### src/logic/exec_pkg.sv
package exec_pkg;

    //////////////////////////////
    // Widths
    //////////////////////////////

    // Data path width
    localparam int xlen = 32;

    // Register index width, x0..x31
    localparam int reg_addr_w = 5;

    // Shift-and-add steps, one per multiplier bit
    localparam int mul_iters = 32;

    //////////////////////////////
    // Operation encoding
    //////////////////////////////

    // Upper two bits group the ops
    // 00/01 integer ALU, 10 branch compare, 11 multiplier
    typedef enum logic [4:0] {
        op_add   = 5'b00000,
        op_sub   = 5'b00001,
        op_and   = 5'b00010,
        op_or    = 5'b00011,
        op_xor   = 5'b00100,
        op_sll   = 5'b00101,
        op_srl   = 5'b00110,
        op_sra   = 5'b00111,
        op_slt   = 5'b01000,
        op_sltu  = 5'b01001,
        // Pass operand b through, used for lui
        op_lui   = 5'b01010,
        // Branch compares
        op_beq   = 5'b10000,
        op_bne   = 5'b10001,
        op_blt   = 5'b10100,
        op_bge   = 5'b10101,
        op_bltu  = 5'b10110,
        op_bgeu  = 5'b10111,
        // Iterative multiplier
        op_mul   = 5'b11000,
        op_mulhu = 5'b11001
    } alu_op_t;

    // Multiplier FSM states
    typedef enum logic [1:0] {
        mul_idle,
        mul_run,
        mul_done
    } mul_state_t;

endpackage

### src/logic/operand_forward.sv
module operand_forward (
    // Decode side
    input  logic [exec_pkg::reg_addr_w-1:0] id_rs1,
    input  logic [exec_pkg::reg_addr_w-1:0] id_rs2,
    input  logic [exec_pkg::xlen-1:0]       id_rs1_data,
    input  logic [exec_pkg::xlen-1:0]       id_rs2_data,
    input  logic [exec_pkg::xlen-1:0]       id_imm,
    input  logic [exec_pkg::xlen-1:0]       id_pc,
    input  logic                            id_use_imm,
    input  logic                            id_use_pc,
    // Bypass from our own EX/MEM register
    input  logic                            fwd_valid,
    input  logic                            fwd_regwrite,
    input  logic [exec_pkg::reg_addr_w-1:0] fwd_rd,
    input  logic [exec_pkg::xlen-1:0]       fwd_res,
    // Bypass from write-back
    input  logic [exec_pkg::reg_addr_w-1:0] wb_rd,
    input  logic                            wb_regwrite,
    input  logic [exec_pkg::xlen-1:0]       wb_res,
    // Selected operands
    output logic [exec_pkg::xlen-1:0]       op_a,
    output logic [exec_pkg::xlen-1:0]       op_b,
    output logic [exec_pkg::xlen-1:0]       store_data
);
    import exec_pkg::*;

    logic            ex_src_ok;
    logic            wb_src_ok;
    logic            ex_hit_rs1;
    logic            ex_hit_rs2;
    logic            wb_hit_rs1;
    logic            wb_hit_rs2;
    logic [xlen-1:0] rs1_val;
    logic [xlen-1:0] rs2_val;

    //////////////////////////////
    // Bypass match
    //////////////////////////////

    // A source may forward only if it writes a real register, never x0
    assign ex_src_ok = fwd_valid && fwd_regwrite && (fwd_rd != '0);
    assign wb_src_ok = wb_regwrite && (wb_rd != '0);

    assign ex_hit_rs1 = ex_src_ok && (fwd_rd == id_rs1);
    assign ex_hit_rs2 = ex_src_ok && (fwd_rd == id_rs2);
    assign wb_hit_rs1 = wb_src_ok && (wb_rd == id_rs1);
    assign wb_hit_rs2 = wb_src_ok && (wb_rd == id_rs2);

    // Younger EX/MEM value beats write-back
    assign rs1_val = ex_hit_rs1 ? fwd_res :
                     wb_hit_rs1 ? wb_res  : id_rs1_data;
    assign rs2_val = ex_hit_rs2 ? fwd_res :
                     wb_hit_rs2 ? wb_res  : id_rs2_data;

    //////////////////////////////
    // Operand select
    //////////////////////////////

    // PC in for auipc style ops, immediate in for I-type
    assign op_a = id_use_pc  ? id_pc  : rs1_val;
    assign op_b = id_use_imm ? id_imm : rs2_val;

    // Stores always take the register value
    assign store_data = rs2_val;

endmodule

### src/logic/int_alu.sv
module int_alu (
    input  exec_pkg::alu_op_t         op,
    input  logic [exec_pkg::xlen-1:0] a,
    input  logic [exec_pkg::xlen-1:0] b,
    output logic [exec_pkg::xlen-1:0] result,
    output logic                      comp_res
);
    import exec_pkg::*;

    logic [$clog2(xlen)-1:0] shamt;
    logic                    is_cmp;
    logic                    eq;
    logic                    lt_s;
    logic                    lt_u;

    // Only the low bits of b count as shift amount
    assign shamt = b[$clog2(xlen)-1:0];

    // Compare group sits at 10 in the top op bits
    assign is_cmp = (op[4:3] == 2'b10);

    // Shared comparator outputs
    assign eq   = (a == b);
    assign lt_s = ($signed(a) < $signed(b));
    assign lt_u = (a < b);

    always_comb begin
        result   = '0;
        comp_res = 1'b0;
        if (is_cmp) begin
            // Branch compare, result stays zero
            case (op)
                op_beq:  comp_res = eq;
                op_bne:  comp_res = !eq;
                op_blt:  comp_res = lt_s;
                op_bge:  comp_res = !lt_s;
                op_bltu: comp_res = lt_u;
                op_bgeu: comp_res = !lt_u;
                default: comp_res = 1'b0;
            endcase
        end else begin
            case (op)
                op_add:  result = a + b;
                op_sub:  result = a - b;
                op_and:  result = a & b;
                op_or:   result = a | b;
                op_xor:  result = a ^ b;
                // Shifts
                op_sll:  result = a << shamt;
                op_srl:  result = a >> shamt;
                op_sra:  result = $unsigned($signed(a) >>> shamt);
                // Set less than, zero extended flag
                op_slt:  result = {{(xlen-1){1'b0}}, lt_s};
                op_sltu: result = {{(xlen-1){1'b0}}, lt_u};
                // lui, immediate already shifted by decode
                op_lui:  result = b;
                // Multiply ops land here and are taken from the multiplier
                default: result = '0;
            endcase
        end
    end

endmodule

### src/logic/iter_mul.sv
module iter_mul (
    input  logic                      clk,
    input  logic                      reset,
    // Valid mul or mulhu presented
    input  logic                      start,
    input  logic                      high_half,
    input  logic [exec_pkg::xlen-1:0] a,
    input  logic [exec_pkg::xlen-1:0] b,
    // Memory back-pressure, freezes the unit
    input  logic                      hold,
    output logic                      busy,
    output logic                      done,
    output logic [exec_pkg::xlen-1:0] product
);
    import exec_pkg::*;

    mul_state_t                    state;
    mul_state_t                    state_next;
    logic [$clog2(mul_iters)-1:0]  step;
    logic                          last_step;
    logic [2*xlen-1:0]             acc;
    logic [xlen-1:0]               mcand;
    logic                          high_sel;
    logic [xlen:0]                 partial;

    //////////////////////////////
    // Control FSM
    //////////////////////////////

    assign last_step = (step == $bits(step)'(mul_iters - 1));

    always_comb begin
        state_next = state;
        case (state)
            mul_idle: begin
                if (start) begin
                    state_next = mul_run;
                end
            end
            // One shift-add per cycle
            mul_run: begin
                if (last_step) begin
                    state_next = mul_done;
                end
            end
            // Product held until EX/MEM takes it
            mul_done: begin
                state_next = mul_idle;
            end
            default: begin
                state_next = mul_idle;
            end
        endcase
        // Nothing moves under back-pressure
        if (hold) begin
            state_next = state;
        end
    end

    always_ff @(posedge clk) begin
        if (reset) begin
            state <= mul_idle;
        end else begin
            state <= state_next;
        end
    end

    //////////////////////////////
    // Shift-and-add datapath
    //////////////////////////////

    // Upper half plus multiplicand when the current multiplier bit is set
    assign partial = {1'b0, acc[2*xlen-1:xlen]} + (acc[0] ? {1'b0, mcand} : '0);

    always_ff @(posedge clk) begin
        if (!hold) begin
            if ((state == mul_idle) && start) begin
                // Multiplier goes in the low half and shifts out LSB first
                acc      <= {{xlen{1'b0}}, b};
                mcand    <= a;
                high_sel <= high_half;
                step     <= '0;
            end else if (state == mul_run) begin
                acc  <= {partial, acc[xlen-1:1]};
                step <= step + 1'b1;
            end
        end
    end

    // Stall request covers the launch cycle too
    assign busy = ((state == mul_idle) && start) || (state == mul_run);
    assign done = (state == mul_done);

    // mulhu returns the upper word
    assign product = high_sel ? acc[2*xlen-1:xlen] : acc[xlen-1:0];

endmodule

### src/logic/ex_mem_reg.sv
module ex_mem_reg (
    input  logic                            clk,
    input  logic                            reset,
    input  logic                            hold,
    input  logic                            bubble,
    // Execute results
    input  logic                            valid,
    input  logic [exec_pkg::reg_addr_w-1:0] rd,
    input  logic                            regwrite,
    input  logic                            memread,
    input  logic                            memwrite,
    input  logic [exec_pkg::xlen-1:0]       res,
    input  logic                            comp_res,
    input  logic [exec_pkg::xlen-1:0]       store_data,
    input  logic [exec_pkg::xlen-1:0]       pc,
    // Towards the memory stage
    output logic                            ex_mem_valid,
    output logic [exec_pkg::reg_addr_w-1:0] ex_mem_rd,
    output logic                            ex_mem_regwrite,
    output logic                            ex_mem_memread,
    output logic                            ex_mem_memwrite,
    output logic [exec_pkg::xlen-1:0]       ex_mem_alures,
    output logic                            ex_mem_comp_res,
    output logic [exec_pkg::xlen-1:0]       ex_mem_store_data,
    output logic [exec_pkg::xlen-1:0]       ex_mem_pc
);

    //////////////////////////////
    // Control bits
    //////////////////////////////

    always_ff @(posedge clk) begin
        if (reset) begin
            ex_mem_valid    <= 1'b0;
            ex_mem_regwrite <= 1'b0;
            ex_mem_memread  <= 1'b0;
            ex_mem_memwrite <= 1'b0;
        end else if (!hold) begin
            if (bubble) begin
                // Multiplier still working, push an empty slot
                ex_mem_valid    <= 1'b0;
                ex_mem_regwrite <= 1'b0;
                ex_mem_memread  <= 1'b0;
                ex_mem_memwrite <= 1'b0;
            end else begin
                ex_mem_valid    <= valid;
                // Enables only count for a valid instruction
                ex_mem_regwrite <= valid && regwrite;
                ex_mem_memread  <= valid && memread;
                ex_mem_memwrite <= valid && memwrite;
            end
        end
    end

    // Payload follows the control bits, bubbles leave it as is
    always_ff @(posedge clk) begin
        if (!hold && !bubble) begin
            ex_mem_rd         <= rd;
            ex_mem_alures     <= res;
            ex_mem_comp_res   <= comp_res;
            ex_mem_store_data <= store_data;
            ex_mem_pc         <= pc;
        end
    end

endmodule

### src/logic/execute_stage.sv
module execute_stage (
    input  logic                            clk,
    input  logic                            reset,
    // ID/EX inputs, held by decode while stall is high
    input  logic                            id_valid,
    input  exec_pkg::alu_op_t               id_op,
    input  logic [exec_pkg::reg_addr_w-1:0] id_rs1,
    input  logic [exec_pkg::reg_addr_w-1:0] id_rs2,
    input  logic [exec_pkg::reg_addr_w-1:0] id_rd,
    input  logic [exec_pkg::xlen-1:0]       id_rs1_data,
    input  logic [exec_pkg::xlen-1:0]       id_rs2_data,
    input  logic [exec_pkg::xlen-1:0]       id_imm,
    input  logic [exec_pkg::xlen-1:0]       id_pc,
    input  logic                            id_use_imm,
    input  logic                            id_use_pc,
    input  logic                            id_regwrite,
    input  logic                            id_memread,
    input  logic                            id_memwrite,
    // Write-back bypass
    input  logic [exec_pkg::reg_addr_w-1:0] wb_rd,
    input  logic                            wb_regwrite,
    input  logic [exec_pkg::xlen-1:0]       wb_res,
    // Memory back-pressure
    input  logic                            mem_hold,
    output logic                            stall,
    // EX/MEM register
    output logic                            ex_mem_valid,
    output logic [exec_pkg::reg_addr_w-1:0] ex_mem_rd,
    output logic                            ex_mem_regwrite,
    output logic                            ex_mem_memread,
    output logic                            ex_mem_memwrite,
    output logic [exec_pkg::xlen-1:0]       ex_mem_alures,
    output logic                            ex_mem_comp_res,
    output logic [exec_pkg::xlen-1:0]       ex_mem_store_data,
    output logic [exec_pkg::xlen-1:0]       ex_mem_pc
);
    import exec_pkg::*;

    logic [xlen-1:0] op_a;
    logic [xlen-1:0] op_b;
    logic [xlen-1:0] store_data;
    logic [xlen-1:0] alu_res;
    logic            alu_comp;
    logic            is_mul;
    logic            mul_busy;
    logic            mul_done;
    logic [xlen-1:0] mul_product;
    logic [xlen-1:0] ex_res;
    logic            ex_valid;

    //////////////////////////////
    // Input side
    //////////////////////////////

    operand_forward operand_forward_inst (
        .id_rs1       (id_rs1),
        .id_rs2       (id_rs2),
        .id_rs1_data  (id_rs1_data),
        .id_rs2_data  (id_rs2_data),
        .id_imm       (id_imm),
        .id_pc        (id_pc),
        .id_use_imm   (id_use_imm),
        .id_use_pc    (id_use_pc),
        .fwd_valid    (ex_mem_valid),
        .fwd_regwrite (ex_mem_regwrite),
        .fwd_rd       (ex_mem_rd),
        .fwd_res      (ex_mem_alures),
        .wb_rd        (wb_rd),
        .wb_regwrite  (wb_regwrite),
        .wb_res       (wb_res),
        .op_a         (op_a),
        .op_b         (op_b),
        .store_data   (store_data)
    );

    //////////////////////////////
    // Processing
    //////////////////////////////

    int_alu int_alu_inst (
        .op       (id_op),
        .a        (op_a),
        .b        (op_b),
        .result   (alu_res),
        .comp_res (alu_comp)
    );

    assign is_mul = (id_op == op_mul) || (id_op == op_mulhu);

    // Operands latched on launch, so EX/MEM bypass is caught in time
    iter_mul iter_mul_inst (
        .clk       (clk),
        .reset     (reset),
        .start     (id_valid && is_mul),
        .high_half (id_op == op_mulhu),
        .a         (op_a),
        .b         (op_b),
        .hold      (mem_hold),
        .busy      (mul_busy),
        .done      (mul_done),
        .product   (mul_product)
    );

    // Product replaces the ALU result for multiplies
    assign ex_res = is_mul ? mul_product : alu_res;

    // A multiply only counts once its product is ready
    assign ex_valid = id_valid && (!is_mul || mul_done);

    // Back-pressure or a running multiply holds decode
    assign stall = mem_hold || mul_busy;

    //////////////////////////////
    // Output side
    //////////////////////////////

    ex_mem_reg ex_mem_reg_inst (
        .clk               (clk),
        .reset             (reset),
        .hold              (mem_hold),
        .bubble            (mul_busy),
        .valid             (ex_valid),
        .rd                (id_rd),
        .regwrite          (id_regwrite),
        .memread           (id_memread),
        .memwrite          (id_memwrite),
        .res               (ex_res),
        .comp_res          (alu_comp),
        .store_data        (store_data),
        .pc                (id_pc),
        .ex_mem_valid      (ex_mem_valid),
        .ex_mem_rd         (ex_mem_rd),
        .ex_mem_regwrite   (ex_mem_regwrite),
        .ex_mem_memread    (ex_mem_memread),
        .ex_mem_memwrite   (ex_mem_memwrite),
        .ex_mem_alures     (ex_mem_alures),
        .ex_mem_comp_res   (ex_mem_comp_res),
        .ex_mem_store_data (ex_mem_store_data),
        .ex_mem_pc         (ex_mem_pc)
    );

endmodule

### config.mk
export PLATFORM = sky130hd
export DESIGN_NAME = execute_stage
export DESIGN_NICKNAME = d
export VERILOG_FILES = /design/src/logic/exec_pkg.sv /design/src/logic/operand_forward.sv /design/src/logic/int_alu.sv /design/src/logic/iter_mul.sv /design/src/logic/ex_mem_reg.sv /design/src/logic/execute_stage.sv
export SDC_FILE = /design/constraint.sdc
export NUM_CORES = 1
export LEC_CHECK = 0
export BUFFER_PORTS_ARGS = -buffer_cell sky130_fd_sc_hd__clkbuf_2
export CAP_MARGIN = 20
export CORE_ASPECT_RATIO = 1.25
export CORE_MARGIN = 2
export CORE_UTILIZATION = 54
export DETAILED_ROUTE_END_ITERATION = 8
export PLACE_DENSITY_LB_ADDON = 0.1
export SYNTH_ARGS = -nofsm -noshare
export SYNTH_HDL_FRONTEND = slang
export SYNTH_SLANG_ARGS = --single-unit
### constraint.sdc
create_clock -name clk -period 5.6 [get_ports clk]
set_input_delay 0.28 -clock clk [delete_from_list [all_inputs] [get_ports clk]]
set_output_delay 0.28 -clock clk [all_outputs]
set_load 0.02 [all_outputs]
==> results.yml, run 1 <==
setup_path:
  start_kind: "flop"
  crit_arrival_ps: 5750
  r2r-start: "ex_mem_reg_inst.ex_mem_rd[1]"
  worstPathMaxFanout: 8
  cp.required_ps: 5840
  startpoint: "ex_mem_reg_inst.ex_mem_rd[1]"
  criticalPathCategory: "flop to flop"
  end_kind: "flop"
detailed_routing:
  dr.pass1.iters: 8
  ant_nets: 0
  via_per_inst: 7.02
  vias: 22100
  drt-wirelength-per-cell_um: 31.2
  drc: 0
  drtIter0Drc: 2844
  finalWirelength_um: 98300
floorplan:
  die-area_um2: 38500
  die_x_um: 176
  io_pins: 302
  rows: 78
  coreArea_um2: 36400
  initial_core_util: 0.549
  die_height_um: 219
timing:
  clock_skew_ps: 33.6
  tightest_slew_ps: 1130
  fin_ws_ps: 93.3
  hold_violations: 0
  fin_crit_ps: 5510
  drv_slew: 0
  relSlewSlack: 0.234
  finalCritPeriodShare: 0.983
  max_freq_mhz: 182
  finalSetupViolations: 0
logic_synthesis:
  synthFlopType: "edfxtp_1"
  ys_seq_elements: 210
  synth_edf_count: 204
  synth_xor_area_frac: 0.0329
  syn-cell-area_um2: 20000
  netlist_instances: 2263
  syn_avg_cell_area_um2: 8.82
  synth.distinct_cells: 97
  synthMuxAreaShare: 0.147
  yosysWarningCount: 0
  synth_fa_ha_area_frac: 0.0875
  synth_compound_area_frac: 0.223
  yosys.area_share.simple: 0.142
  synth_top_family_by_area: "compound AO/OA/AOI/OAI gates"
  synth_seq_area_share: 0.313
  synthArstFlopShare: 0
  syn_nets: 2595
clock_network:
  cts-buffers-inserted: 23
  cts-root-buf: "clkbuf_16"
  cts_tree: "done"
  path_clk_slew_ps: 60
  cts.htree.levels: 1
  cts.sinks: 210
  clk-insertion-delay-late_ps: 570
  clockBufferDepth: 3
hold_path:
  holdCritStartpoint: "id_pc[1]"
  hp-class: "input pin to flop"
placement:
  dp_cells: 3072
  numPortBuffers: 301
  gp_congestion: 1.15
  place_ws_ps: -496
  hpwl_um: 76100
grt:
  gr-usage-met3: 0.125
  met2_usage: 0.767
  antenna_found_initial: 5
  grt_pass1_vias: 20700
  met1_usage: 0.573
  grt-ovfl-total: 0
  grt_usage: 0.492
  grt-busiest-layer: "met2"
  grt_max_degree: 76
  grt_pass1_wl_um: 138000
power:
  power_density_nw_per_um2: 232
  peakVddDrop_uv: 225
  p_total_w: 0.00560
  total_leakage_power_nw: 10.7
final_layout:
  drive_above_1_share: 0.226
  layout_commonest_cell: "clkbuf_2"
  layout_common_cells: "clkbuf_2, mux2i_1, nand2_1"
  fin_nets: 2988
  instances_no_fill: 3155
  area_growth_pct: 20.7
  postLayoutCoreUtil: 0.662
flow_run:
  drv_cap: 0
status:
  status: "completed"
Yosys cell counts (all sizes together), types with 6 or more instances:
library cell	instances	share of area
a221o	7	0.0035
inv	116	0.022
o211ai	37	0.014
a21oi	164	0.041
and3	12	0.0038
o311ai	6	0.0026
a31oi	22	0.0072
xnor2	49	0.021
nor3	34	0.0085
or2	10	0.0033
edfxtp	204	0.31
a2111oi	10	0.0044
a21o	42	0.016
o21ai	154	0.039
o22ai	63	0.020
nor4	14	0.0044
o21a	6	0.0023
nand3	32	0.0080
o2111ai	9	0.0039
and2	40	0.013
nand2	210	0.039
nor2	188	0.036
o21bai	12	0.0045
a221oi	23	0.011
nand4	17	0.0056
o32ai	6	0.0026
dfxtp	6	0.0060
or3	11	0.0034
mux2	26	0.015
o31ai	15	0.0056
a211oi	22	0.0083
o221ai	21	0.0092
a211o	6	0.0026
buf	51	0.015
a22oi	11	0.0041
clkbuf	94	0.018
mux2i	250	0.13
nor2b	15	0.0047
nand2b	14	0.0044
ha	134	0.084
xor2	26	0.011
per-layer routing:
metal | wire length, µm | part of all wire | vias to the layer above
li1 | - | - | 9255
met1 | 34300 | 0.35 | 10500
met2 | 42500 | 0.43 | 1842
met3 | 11300 | 0.12 | 531
met4 | 10100 | 0.10 | 4
met5 | 36 | 0.00037 | -
report_power, final:
group / internal (W) / switching [W] / total, W / leakage, nW
logic: 0.000735 / 0.00136 / 0.00209 / 8.32
registers: 0.00180 / 0.0000628 / 0.00187 / 1.99
clock network: 0.000937 / 0.000709 / 0.00165 / 0.371
critical path, cell delays in order (launching register included):
cell and delay, ps:
edfxtp_1 510, xnor2_1 280, nand4_2 160, or3_1 390, buf_4 190, a31oi_1 420
mux2i_4 200, ha_1 400, buf_4 200, a21oi_1 150, a21oi_1 110, o41a_1 450
o21ai_1 280, a21oi_1 100, nor2_1 200, a21oi_1 120, xnor2_1 220, a221o_1 310
or4_1 520
registers in the layout, indices dropped and copies added (netlist names), 2 cells and up:
register	cells
iter_mul_inst.step	5
iter_mul_inst.mcand	32
iter_mul_inst.state	2
ex_mem_reg_inst.ex_mem_alures	32
ex_mem_reg_inst.ex_mem_rd	5
ex_mem_reg_inst.ex_mem_store_data	32
ex_mem_reg_inst.ex_mem_pc	32
iter_mul_inst.acc	64
metrics by stage:
step / cell area [µm²] / TNS [ps] / hold WS [ps]
3_5_place_dp: 22900 / -1650 / 459
5_1_grt: 24100 / -4.34 / 20.1
4_1_cts: 24000 / 0 / 0.523
2_1_floorplan: 20000 / 0 / 349
6_report: 24100 / 0 / 28.5
3_3_place_gp: 22900 / -884 / 459
worst paths after layout:
path,to,slack (ps),depth (start not counted)
setup reg to reg,ex_mem_reg_inst.ex_mem_alures[17],90,18
hold / removal,ex_mem_reg_inst.ex_mem_pc[1],30,1
hold reg to reg,iter_mul_inst.state[1],550,2
setup / recovery,ex_mem_reg_inst.ex_mem_alures[17],90,18
cell families after synthesis:
| family | Yosys count |
|---|---|
| AO/OA/AOI/OAI | 683 |
| XOR/XNOR | 75 |
| adder cells (fa/ha/maj) | 138 |
| buffers and inverters | 262 |
| flip-flops | 210 |
| multiplexers | 281 |
| AND/OR/NAND/NOR | 614 |
final cells by class:
class,count,area [µm²]
Fill cell,2980,12300
Clock buffer,23,576
Timing Repair Buffer,513,3230
Antenna cell,3,7.51
Clock inverter,18,201
Sequential cell,210,6250
Tap cell,480,601
Multi-Input combinational cell,1791,12800
Inverter,117,447
what timing repair did:
item / in CTS / in global routing
setup endpoints to repair: 0 / 10
hold buffers: 32 / 0
resized for setup: 0 / 20
setup buffers: 0 / 6
hold endpoints to repair: 32 / 0
No activity file was read; power rests on OpenSTA's default activity.
==> run 2, diff against run 1 <==
--- a/config.mk
+++ b/config.mk
@@ -9,9 +9,10 @@
 export CAP_MARGIN = 20
 export CORE_ASPECT_RATIO = 1.25
 export CORE_MARGIN = 2
-export CORE_UTILIZATION = 54
+export CORE_UTILIZATION = 59
 export DETAILED_ROUTE_END_ITERATION = 8
 export PLACE_DENSITY_LB_ADDON = 0.1
+export SKIP_LAST_GASP = 1
 export SYNTH_ARGS = -nofsm -noshare
 export SYNTH_HDL_FRONTEND = slang
 export SYNTH_SLANG_ARGS = --single-unit
==> constraint.sdc (replaced) <==
create_clock -name clk -period 6.65 [get_ports clk]
set_input_delay 0.3325 -clock clk [delete_from_list [all_inputs] [get_ports clk]]
set_output_delay 0.3325 -clock clk [all_outputs]
set_load 0.02 [all_outputs]
==> run 2 against run 1 <==
The flow now finishes with violations (negative hold slack); register-to-register slack gained 270 ps; final cell count shrank 5.4%; critical path depth grew 1; clock power shrank 19%.
==> results.yml, run 2 (synthesis gave the netlist of run 1 again) <==
grt:
  grt_pass1_vias: 20600
  antenna_found_initial: 4
  grt_max_degree: 73
  grt-ovfl-total: 0
  grt_usage: 0.526
  grt_pass1_wl_um: 136000
timing:
  hold_violations: 1
  tightest_slew_ps: 1200
  clock_skew_ps: 36.7
  rsz0062_at_grt: "no"
  drv_slew: 0
  max_freq_mhz: 159
  hold_slack_ps: -0.377
  fin_tns_setup_ps: 0
  finalCritPeriodShare: 0.946
  relSlewSlack: 0.175
  fin_crit_ps: 6290
  finalSetupViolations: 0
clock_network:
  cts-buffers-inserted: 23
  path_clk_slew_ps: 70
  clockBufferDepth: 3
  cts_tree: "done"
  cts-root-buf: "clkbuf_16"
  cts.htree.levels: 1
  cts.sinks: 210
  post-cts-setup-buffers: 0
  clk-insertion-delay-late_ps: 580
detailed_routing:
  via_per_inst: 7.24
  drt-wirelength-per-cell_um: 32.1
  dr.pass1.iters: 7
  wirelength_met1_um: 31800
  drtIter0Drc: 3436
  drc: 0
  dr.max_layer_used: "met4"
  vias: 21600
  route.met2.wl_um: 40300
  ant_nets: 0
  finalWirelength_um: 95900
  dr_wl_met3_um: 12700
final_layout:
  largest_reg_flops: 64
  layout_common_cells: "clkbuf_2, mux2i_1, nand2_1"
  top_register: "iter_mul_inst.acc"
  layout_commonest_cell: "clkbuf_2"
  area_growth_pct: 15.1
  drive_above_1_share: 0.192
  fin_area_um2: 23000
  fin_nets: 2872
setup_path:
  end_kind: "flop"
  criticalPathCategory: "flop to flop"
  cp.required_ps: 6980
  crit_arrival_ps: 6620
  startpoint: "ex_mem_reg_inst.ex_mem_rd[0]"
  r2r_end: "ex_mem_reg_inst.ex_mem_alures[31]"
  rr_worst_depth: 19
  r2r-start: "ex_mem_reg_inst.ex_mem_rd[0]"
  crit_end: "ex_mem_reg_inst.ex_mem_alures[31]"
  rrSetupSlack_ps: 360
  worstPathMaxFanout: 52
  start_kind: "flop"
floorplan:
  rows: 75
  die_height_um: 210
  die_x_um: 169
  coreArea_um2: 33500
  die-area_um2: 35300
  io_pins: 302
  initial_core_util: 0.596
placement:
  hpwl_um: 73400
  numPortBuffers: 301
  gp_congestion: 1.20
  placed_area_um2: 22100
power:
  peakVddDrop_uv: 190
  total_leakage_power_nw: 10.1
  power_density_nw_per_um2: 198
  p_total_w: 0.00456
status:
  status: "finished with violations"
  violations: "negative hold slack"
hold_path:
  hp-class: "input pin to flop"
flow_run:
  drv_cap: 0
-- run 2: cell count changes in the layout (fill, tap and decap cells not counted), moves of 3 or more --
| cell | previous run | this run |
|---|---|---|
| clkinv_1 | 7 | 3 |
| a21oi_2 | 8 | 2 |
| bufinv_16 | 4 | 1 |
| clkbuf_1 | 0 | 4 |
| buf_4 | 174 | 80 |
| clkbuf_8 | 0 | 4 |
| a21oi_1 | 156 | 162 |
| dlygate4sd3_1 | 32 | 13 |
-- run 2: cell type report --
class	count	area, µm²
sequential	210	6250
multi-input combinational	1791	12700
antenna	4	10.0
tap	423	529
timing repair buffer	397	2290
inverter	117	447
clock buffer	31	646
fill	2640	10500
clock inverter	11	105
-- run 2: through the flow --
step	setup slack (ps)	util	hold slack [ps]	std cells
6_report	359	0.686	-0.377	2984
5_1_grt	105	0.686	0.647	2981
4_1_cts	445	0.685	1.15	2977
3_5_place_dp	371	0.658	511	2922
3_3_place_gp	446	0.658	490	2922
2_1_floorplan	911	-	402	2263
-- run 2: power by group --
part           switching (W)  total (W)  internal [W]
registers          0.0000594    0.00158       0.00152
logic                0.00111    0.00165      0.000540
clock network       0.000605    0.00133      0.000729
total                0.00177    0.00456       0.00279
-- run 2: worst min path at each step --
stage                                          from                         endpoint  slack (ps)  cells after the start
global placement    ex_mem_reg_inst.ex_mem_memwrite  ex_mem_reg_inst.ex_mem_memwrite         490                      2
detailed placement                         id_rd[3]     ex_mem_reg_inst.ex_mem_rd[3]         510                      1
global route                               id_pc[4]     ex_mem_reg_inst.ex_mem_pc[4]         0.6                      1
floorplan                                     reset           iter_mul_inst.state[1]         400                      1
finish                                     id_pc[4]     ex_mem_reg_inst.ex_mem_pc[4]        -0.4                      1
CTS                                        id_pc[7]     ex_mem_reg_inst.ex_mem_pc[7]           1                      1
-- run 2: per-layer routing --
layer / global-route usage / vias up
li1: - / 9023
met1: 0.602 / 10000
met2: 0.793 / 1969
met3: 0.166 / 585
met4: 0.461 / 0
met5: 0 / -
-- run 2: worst max-delay path, stage by stage, from the launching register on --
cell and delay [ps]:
edfxtp_1 460, xnor2_1 200, nand3_1 270, nor3_2 250, buf_4 450, o21ai_0 410, mux2i_1 550, inv_1 130
ha_1 490, nand2_1 110, o21ai_0 200, a221o_1 350, a21oi_1 240, nor2_1 70, nor3b_1 590, o211ai_1 260
a311oi_1 320, o311ai_0 170, xnor2_1 170, a221o_1 350
-- run 2: what timing repair did --
| item | CTS | global route |
|---|---|---|
| hold buffers | 13 | 0 |
| endpoints found under the hold margin | 13 | 0 |
| resized for setup | 0 | 1 |
| endpoints found under the setup margin | 0 | 1 |
